`config.mk`:
```
export PLATFORM = sky130hd
export DESIGN_NAME = dependGen
export DESIGN_NICKNAME = d
export VERILOG_FILES = /design/src/hdl/depPkg.sv /design/src/hdl/dependGen.sv /design/src/hdl/regRename.sv /design/src/hdl/dependDecode.sv
export SDC_FILE = /design/constraint.sdc
export NUM_CORES = 1
export LEC_CHECK = 0
export BUFFER_PORTS_ARGS = -buffer_cell sky130_fd_sc_hd__buf_4
export CORE_ASPECT_RATIO = 1.2
export CORE_MARGIN = 2
export CORE_UTILIZATION = 56
export CTS_CLUSTER_DIAMETER = 150
export CTS_CLUSTER_SIZE = 16
export DETAILED_ROUTE_END_ITERATION = 8
export PLACE_DENSITY = 0.95
export SLEW_MARGIN = 15
export SYNTH_ARGS = -nofsm -noshare
export SYNTH_HDL_FRONTEND = slang
export SYNTH_SLANG_ARGS = --single-unit
```
`constraint.sdc`:
```
create_clock -name clk -period 4.7 [get_ports clk]
set_input_delay 0.47 -clock clk [delete_from_list [all_inputs] [get_ports clk]]
set_output_delay 0.47 -clock clk [all_outputs]
set_load 0.1 [all_outputs]
```
`src/hdl/depPkg.sv`:
```
`default_nettype none

package depPkg;

	localparam int unsigned archRegCount = 16;
	localparam int unsigned physRegCount = 32; // primary bank then shadow bank.
	localparam int unsigned instrWidth = 16;
	localparam int unsigned classWidth = 5;
	localparam int unsigned regIdxWidth = 4;

	typedef logic [instrWidth-1:0] instrT;
	typedef logic [classWidth-1:0] instrClassT;
	typedef logic [regIdxWidth-1:0] regIdxT;
	typedef logic [archRegCount-1:0] regMaskT;
	typedef logic [physRegCount-1:0] physMaskT;
	typedef logic [archRegCount-1:0] renameStateT; // set bit selects the shadow copy.

	// fixed register indexes used by the implicit operands.
	localparam regIdxT regZero = 4'd0;
	localparam regIdxT regOne = 4'd1; // also the implicit address register.
	localparam regIdxT regAuxA = 4'd13;
	localparam regIdxT regAuxB = 4'd14;
	localparam regIdxT regCarry = 4'd15;
	localparam int unsigned firstRenamedReg = 2;

	// jump sits in bit 0 and memWrite in bit 2.
	typedef struct packed {
		logic memWrite;
		logic memRead;
		logic jump;
	} specialT;

	// dependencies of one instruction on architectural registers.
	typedef struct packed {
		regMaskT regRead;
		regMaskT regWrite;
		logic stackPointer;
		specialT special;
	} selfDepT;

	// same set mapped onto the physical register slots.
	typedef struct packed {
		physMaskT regRead;
		physMaskT regWrite;
		logic stackPointer;
		specialT special;
	} renDepT;

endpackage

`default_nettype wire
```
`src/hdl/dependGen.sv`:
```
`default_nettype none

module dependGen import depPkg::*; (
	input logic clk,
	input logic rstN,
	input instrT instruction,
	input logic instrValid,
	output instrClassT instrClass,
	output renDepT renDep,
	output renameStateT renameState
);

	selfDepT selfDep; // dependencies before renaming.

	dependDecode uDecode (
		.instruction(instruction),
		.instrClass(instrClass),
		.selfDep(selfDep)
	);

	// renaming state advances once per valid instruction.
	regRename uRename (
		.clk(clk),
		.rstN(rstN),
		.instrValid(instrValid),
		.selfDep(selfDep),
		.renDep(renDep),
		.renameState(renameState)
	);

endmodule

`default_nettype wire

```
`src/hdl/regRename.sv`:
```
`default_nettype none

module regRename import depPkg::*; (
	input logic clk,
	input logic rstN,
	input logic instrValid,
	input selfDepT selfDep,
	output renDepT renDep,
	output renameStateT renameState
);

	renameStateT stateNext;

	always_comb begin
		renDep = '0;
		stateNext = renameState;
		renDep.stackPointer = selfDep.stackPointer;
		renDep.special = selfDep.special;

		// r0 and r1 have no shadow copy.
		for (int r = 0; r < firstRenamedReg; r++) begin
			renDep.regRead[r] = selfDep.regRead[r];
			renDep.regWrite[r] = selfDep.regWrite[r];
			stateNext[r] = 1'b0;
		end

		for (int r = firstRenamedReg; r < archRegCount; r++) begin
			// reads come from the bank that is current now.
			if (renameState[r]) begin
				renDep.regRead[r + archRegCount] = selfDep.regRead[r];
			end else begin
				renDep.regRead[r] = selfDep.regRead[r];
			end

			// a pure write starts a fresh copy in the other bank.
			if (selfDep.regWrite[r] && !selfDep.regRead[r]) begin
				stateNext[r] = !renameState[r];
			end

			if (stateNext[r]) begin
				renDep.regWrite[r + archRegCount] = selfDep.regWrite[r];
			end else begin
				renDep.regWrite[r] = selfDep.regWrite[r];
			end
		end
	end

	always_ff @(posedge clk) begin
		if (!rstN) begin
			renameState <= '0; // all primary after reset.
		end else if (instrValid) begin
			renameState <= stateNext;
		end
	end

endmodule

`default_nettype wire

```
`src/hdl/dependDecode.sv`:
```
`default_nettype none

module dependDecode import depPkg::*; (
	input instrT instruction,
	output instrClassT instrClass,
	output selfDepT selfDep
);

	regIdxT opA;
	regIdxT opB;
	regIdxT opC;

	assign opA = instruction[11:8];
	assign opB = instruction[7:4];
	assign opC = instruction[3:0];

	// an all ones top nibble extends into the upper half of the class space.
	assign instrClass = (&instruction[15:12]) ? {1'b1, instruction[11:8]} :
		{1'b0, instruction[15:12]};

	always_comb begin
		selfDep = '0;
		case (instrClass)
		5'h00: begin
			selfDep.regWrite[opC] = 1'b1;
		end
		5'h01: begin
			selfDep.regRead[opC] = 1'b1;
			selfDep.regWrite[opC] = 1'b1;
		end
		5'h02: begin // load through regOne.
			selfDep.regRead[regOne] = 1'b1;
			selfDep.regWrite[opC] = 1'b1;
			selfDep.special.memRead = 1'b1;
		end
		5'h03: begin // store through regOne.
			selfDep.regRead[regOne] = 1'b1;
			selfDep.regRead[opC] = 1'b1;
			selfDep.special.memWrite = 1'b1;
		end
		5'h04, 5'h05, 5'h06, 5'h0A, 5'h0C, 5'h0D: begin
			selfDep.regRead[opA] = 1'b1;
			selfDep.regRead[opB] = 1'b1;
			selfDep.regWrite[opC] = 1'b1;
		end
		5'h07: begin
			selfDep.regRead[opA] = 1'b1;
			selfDep.regRead[opB] = 1'b1;
			selfDep.regRead[opC] = 1'b1;
			selfDep.regWrite[opB] = 1'b1;
			selfDep.regWrite[opC] = 1'b1;
		end
		5'h08: begin
			selfDep.regRead[opA] = 1'b1;
			selfDep.regRead[opB] = 1'b1;
			selfDep.regWrite[opC] = 1'b1;
			selfDep.special.memRead = 1'b1;
		end
		5'h09: begin
			selfDep.regRead[opA] = 1'b1;
			selfDep.regRead[opB] = 1'b1;
			selfDep.regRead[opC] = 1'b1;
			selfDep.special.memWrite = 1'b1;
		end
		5'h0B: begin // add with carry in and out.
			selfDep.regRead[opA] = 1'b1;
			selfDep.regRead[opB] = 1'b1;
			selfDep.regRead[regCarry] = 1'b1;
			selfDep.regWrite[opC] = 1'b1;
			selfDep.regWrite[regCarry] = 1'b1;
		end
		5'h0E: begin
			selfDep.regRead[opA] = 1'b1;
			selfDep.regRead[opB] = 1'b1;
			selfDep.regRead[opC] = 1'b1;
			selfDep.special.jump = 1'b1;
		end
		5'h10: begin // push.
			selfDep.regRead[opC] = 1'b1;
			selfDep.stackPointer = 1'b1;
			selfDep.special.memWrite = 1'b1;
		end
		5'h11: begin
			selfDep.regRead[opC] = 1'b1;
			selfDep.regRead[opB] = 1'b1;
			selfDep.stackPointer = 1'b1;
			selfDep.special.memWrite = 1'b1;
		end
		5'h12: begin // pop.
			selfDep.regWrite[opC] = 1'b1;
			selfDep.stackPointer = 1'b1;
			selfDep.special.memRead = 1'b1;
		end
		5'h13: begin
			selfDep.regWrite[opC] = 1'b1;
			selfDep.regWrite[opB] = 1'b1;
			selfDep.stackPointer = 1'b1;
			selfDep.special.memRead = 1'b1;
		end
		5'h14, 5'h15, 5'h16: begin
			selfDep.regRead[opB] = 1'b1;
			selfDep.regWrite[opC] = 1'b1;
		end
		5'h17: begin
			selfDep.regRead[opB] = 1'b1;
			selfDep.regRead[opC] = 1'b1;
			selfDep.regWrite[opC] = 1'b1;
		end
		5'h18: begin // wide result lands in the aux pair.
			selfDep.regRead[opB] = 1'b1;
			selfDep.regRead[opC] = 1'b1;
			selfDep.regRead[regAuxA] = 1'b1;
			selfDep.regRead[regAuxB] = 1'b1;
			selfDep.regWrite[regAuxA] = 1'b1;
			selfDep.regWrite[regAuxB] = 1'b1;
		end
		5'h19: begin
			selfDep.regRead[opB] = 1'b1;
			selfDep.regRead[opC] = 1'b1;
			selfDep.regWrite[opB] = 1'b1;
			selfDep.regWrite[opC] = 1'b1;
		end
		5'h1A: begin // call.
			selfDep.regRead[opB] = 1'b1;
			selfDep.regRead[opC] = 1'b1;
			selfDep.regRead[regZero] = 1'b1;
			selfDep.regRead[regOne] = 1'b1;
			selfDep.regWrite[regZero] = 1'b1;
			selfDep.stackPointer = 1'b1;
			selfDep.special.jump = 1'b1;
			selfDep.special.memWrite = 1'b1;
		end
		5'h1B: begin
			// return only writes the stack pointer but the flag covers both.
			selfDep.regRead[regZero] = 1'b1;
			selfDep.regWrite[regZero] = 1'b1;
			selfDep.regWrite[regOne] = 1'b1;
			selfDep.stackPointer = 1'b1;
			selfDep.special.jump = 1'b1;
			selfDep.special.memRead = 1'b1;
		end
		5'h1C: begin
			selfDep.regRead[opB] = 1'b1;
			selfDep.regRead[regAuxA] = 1'b1;
			selfDep.regWrite[opC] = 1'b1;
			selfDep.special.memRead = 1'b1;
		end
		5'h1D: begin
			selfDep.regRead[opC] = 1'b1;
			selfDep.regRead[opB] = 1'b1;
			selfDep.regRead[regAuxA] = 1'b1;
			selfDep.special.memWrite = 1'b1;
		end
		5'h1E: begin
			selfDep.regRead[opC] = 1'b1;
			selfDep.regRead[opB] = 1'b1;
			selfDep.special.jump = 1'b1;
		end
		5'h1F: begin
			selfDep.regRead[opC] = 1'b1;
			selfDep.regWrite[opC] = 1'b1;
			selfDep.stackPointer = 1'b1;
		end
		default: begin
			selfDep = '0; // class 0x0F cannot be encoded.
		end
		endcase
	end

endmodule

`default_nettype wire

```
# Word-level counts from Yosys, hierarchy flattened

Cells that the tools add are included.

$lt $le $gt $ge: 6
Eq/ne operators: 30
Muxes and demuxes: 89
Bitwise gates (word level): 3
Reductions and logical operators: 65

Operators by type and width:

| kind                                                                                | number |
|---|---|
| 14-bit one-hot mux with 9 select lines                                              | 1 |
| 5-bit equality test, second input constant                                          | 16 |
| 1-bit two-way mux                                                                   | 77 |
| 16-bit bitwise OR                                                                   | 3 |
| 5-bit by 4-bit equality test with 1-bit output, second input constant               | 7 |
| 1-bit zero test                                                                     | 28 |
| 11-bit one-hot mux with 2 select lines                                              | 1 |
| 5-bit by 3-bit equality test with 1-bit output, second input constant               | 4 |
| 18-bit OR reduction                                                                 | 1 |
| 6-bit OR reduction                                                                  | 3 |
| 1-bit logical AND                                                                   | 17 |
| 17-bit OR reduction                                                                 | 1 |
| 4-bit by 5-bit < comparator with 1-bit output, second input constant                | 3 |
| 3-bit OR reduction                                                                  | 5 |
| 7-bit OR reduction                                                                  | 2 |
| 1-bit demux with 4-bit select                                                       | 3 |
| 4-bit by 1-bit greater-or-equal comparator with 1-bit output, second input constant | 3 |
| 1-bit one-hot mux with 6 select lines                                               | 2 |
| 4-bit OR reduction                                                                  | 3 |
| 5-bit by 2-bit equality test with 1-bit output, second input constant               | 2 |
| 1-bit one-hot mux with 3 select lines                                               | 3 |
| 8-bit OR reduction                                                                  | 1 |
| 2-bit one-hot mux with 3 select lines                                               | 1 |
| 5-bit by 1-bit equality test with 1-bit output, second input constant               | 1 |
| other kinds (5)                                                                     | 5 |

Flip-flop bits (word level): 14
Input bits: 19
Output and inout port bits: 89
Logic and storage cells: 194

# Longest topological paths before layout

Depth after elaboration: 11
Gate-level depth with buffers: 10

# Modules after synthesis

Synthesis repeated with hierarchy kept, for this count alone.

Cells, all modules: 457
Area total of the unflattened synthesis: 2985.4 µm²

Modules (own cells, without submodules):

| module       | times used | cells each | area an instance (µm²) | seq. area each (µm²) |
|---|---|---|---|---|
| dependDecode | 1          | 299        | 1695.4                 | 0.0 |
| regRename    | 1          | 158        | 1290.0                 | 280.3 |

# Worst setup path after synthesis

No wires, ideal clock.

Path type: input to output
Start point: input instruction[15]
End point: output renDep[17] in the netlist's numbering
Arrival time: 4307 ps
Required time: 4230 ps
Slack: -77 ps
Stages: 8
Buffers on the path: 1
Cells stage by stage: buf_2 -> and2_1 -> a31oi_2 -> a211oi_1 -> or4_1 -> a21oi_2 -> xnor2_1 -> nor2b_1

RTL lines:

| element     | line           | RTL |
|---|---|---|
| from (decl) | dependGen.sv:6 | `input instrT instruction,` |
| to (decl)   | dependGen.sv:9 | `output renDepT renDep,` |

==> summary.txt <==
GRT
  – Met2 Track Usage GR: 0.5354
  – Met1 Use GR: 0.3974
  – Grt met3 use: 0.03325
  – First-pass GRT wire length: 16000 um
  – Largest net degree at the start of global routing: 25
  – GR Util All Layers: 0.3171
  – Gr busiest metal: met2
  – Initial antenna violation count: 0
  – Remaining global-route overflow: 0
  – Vias in the first global route: 3331

Floorplanning
  – # rows: 29
  – Die outline area: 6059 um2
  – Die W: around 70 um
  – Core Region: 5261 um2
  – Starting density of the core: 0.5800
  – # IOs: 108
  – Die height: approximately 85 um

Cells and area
  – Share of layout cells above drive strength 1: 0.2639
  – Biggest register: uRename.renameState
  – Layout overhead on the synthesized area: 23.25%
  – Final cell count without fillers: 585
  – Top flop regs: uRename.renameState x14
  – Nets: about 540
  – Diode count: 0
  – Post-layout util: 0.7149
  – Max FFs per register: 14

STA
  – Final period demand of the worst path: 3.316 ns
  – F_max: 0.3016 GHz
  – Total negative slack: 0 ns
  – RSZ-0062 raised after global routing: false
  – Worst slew pin tran: 0.6531 ns
  – Period utilization: 0.7055
  – Pins Over Slew Limit: 0
  – Final setup vio count: 0
  – Final hold slack: 0.5229 ns
  – Worst rel slew slack: 0.5600
  – Fin. Hold Viols: 0
  – Clock Skew: 0 ns

Clock network
  – Root Buffer: clkbuf_8
  – Post-CTS sizing: 0
  – H-tree depth: 1
  – Post-CTS setup buffer count: 0
  – CTS clk-pin slew, worst paths: ~0.07 ns
  – Cts hold-fix bufs: 0
  – Sink Count: 14
  – Clk buf depth: 2
  – CTS Buf Count: 3
  – Clock insertion delay at the later pin of the skew report: 0.25 ns
  – CTS tree: yes

Pwr
  – Flop pwr share: 0.204
  – Cell Pwr Density: roughly 160 nW/um2
  – Static Leak: roughly 1.6 nW
  – Cell internal pwr: 0.2640 mW
  – Sw power: 0.3355 mW
  – Clock power share: 0.184
  – Tot Pwr: roughly 0.60 mW
  – Comb power frac: 0.612
  – Max VDD drop: 0.1094 mV
  – Switching power share of the total: 0.5596

Synth
  – Synth top area share: 0.09184
  – Post-synth EDFFs: 0
  – Complex-gate fraction of the synthesized area: 0.3460
  – Synthesis Warnings: 0
  – Synth Area in Simple Gates: 0.4051
  – Post-synth cell types: 83
  – Adder-cell share of the synthesized area: 0
  – Synth top cells by count: nor2_1 (53), nand2_1 (31), a21oi_1 (29), nor2b_1 (29), nand2b_1 (23)
  – Avg Inst Size Synth: 6.782 um2
  – Cell accounting for the most synthesized area: dfxtp_1
  – Top-count cell post-synth: nor2_1
  – Largest family of logic cells by synthesized area: simple AND/OR/NAND/NOR gates
  – Synth Area in XOR/XNOR: 0.06027
  – Post-Syn Area: 3052 um2
  – Synthesized flop and latch total: 14
  – Top cells by area, synth: dfxtp_1 (9.2%), nor2_1 (6.5%), nor2b_1 (5.9%), a21oi_1 (4.8%), nand2b_1 (4.7%)
  – Portion of netlist area occupied by mux cells: 0.02009
  – FFs w/ async S/R, synth: 0
  – Mapped Cells: 450
  – Ys flop type: dfxtp_1
  – Seq/Total Area, Yosys: 0.09184

Placed design
  – Dpl cells: 582
  – Port Buffer Count: 101
  – Gpl congestion: 1.070
  – Post-DP HPWL: 7760 um

Routing
  – Starting DRT DRC Count: about 470
  – DRC viols: 0
  – Routed Antenna Nets: 0
  – Vias post-DR: 3857
  – DR WL/cell: ~18 um
  – Initial DRT Pass Iterations: 8
  – DR vias/cell: 6.593
  – Final WL: 10290 um

Setup path
  – CP max FO: 22
  – Max incr delay on CP: between 0.4 and 0.5 ns
  – Cell breakdown of the critical path: buf_4 > and2_1 > a2111o_1 > a21oi_4 > o31a_1 > or4_4 > xor2_1 > nor2b_1 > buf_4
  – Critical path endpoint category: primary output
  – Most frequent CP cell: buf_4
  – Critical path's slowest cell: or4_4
  – CP arrival: around 2.9 ns
  – CP Launch Type: primary input
  – Kind of critical path: primary input to primary output
  – Worst Path Required: 4.23 ns

Run status
  – Status: finished clean

Flow run
  – MaxCap Viol Count: 0

Min path
  – Hold Path Class: flip-flop to flip-flop
==> through the flow <==
stage	worst slack [ns]	instance area, um2
4_1_cts	1.401	3761
6_report	1.384	3761
5_1_grt	1.246	3761
2_1_floorplan	0.07065	3073
3_5_place_dp	1.401	3720
3_3_place_gp	1.498	3720
==> cells in the final DEF (no fill, tap or decap), drive strengths merged, types with 3 or more instances in the layout <==
cell type,n
inv,7
conb,6
o21ai,26
a221oi,3
o22ai,10
nand3,13
nand2,33
nand4,7
nor4,4
nor3b,4
a21o,3
mux2i,5
a31oi,9
a21oi,31
xor2,7
o311ai,7
o2111ai,4
a211oi,7
dfxtp,14
clkbuf,3
nand2b,23
and2,19
xnor2,14
or2,4
and3,6
buf,103
nor3,14
a21boi,6
nor2,54
o21a,5
o41ai,6
nor2b,29
==> cells by family after synthesis <==
logic type      Yosys count
simple gates            223
compound gates          140
buf+inv                  45
xor+xnor                 21
flops                    14
mux                       6
other cells               1
==> critical path, delay by kind of cell <==
| kind | cells | cell delay, ns |
|---|---|---|
| buffers and inverters | 2 | 0.53 |
| AND/OR/NAND/NOR | 3 | 0.94 |
| AO/OA/AOI/OAI | 3 | 0.69 |
| XOR/XNOR | 1 | 0.21 |
==> path summary, 6_finish.rpt <==
kind | start | depth (start not counted) | slack [ns] | to
max | instruction[8] | 9 | 1.38 | renDep[19]
max reg2reg | uRename.renameState[12] | 2 | 3.85 | uRename.renameState[12]
min reg2reg | uRename.renameState[11] | 2 | 0.52 | uRename.renameState[11]
min | uRename.renameState[11] | 2 | 0.52 | uRename.renameState[11]
==> power groups by stage <==
stage	sequential (mW)	combinational, mW	clock, mW
floorplan	0.135	0.283	0
global placement	0.125	0.355	0
detailed placement	0.125	0.360	0
CTS	0.122	0.361	0.108
global route	0.123	0.382	0.116
finish	0.122	0.367	0.110
==> routing by layer <==
| metal | wire [um] | vias up |
|---|---|---|
| li1 | - | 1789 |
| met1 | 3902 | 1725 |
| met2 | 4855 | 296 |
| met3 | 1115 | 47 |
| met4 | 416 | 0 |
| met5 | 0 | - |
==> area by class of cell <==
class                           count  area, um2
Multi-Input combinational cell    396       2562
Sequential cell                    14      280.3
Fill cell                         449       1500
Clock buffer                        3      41.29
Inverter                            7      26.28
Timing Repair Buffer              103      773.2
Tap cell                           62      77.57
(Power assumes the default switching activity.)
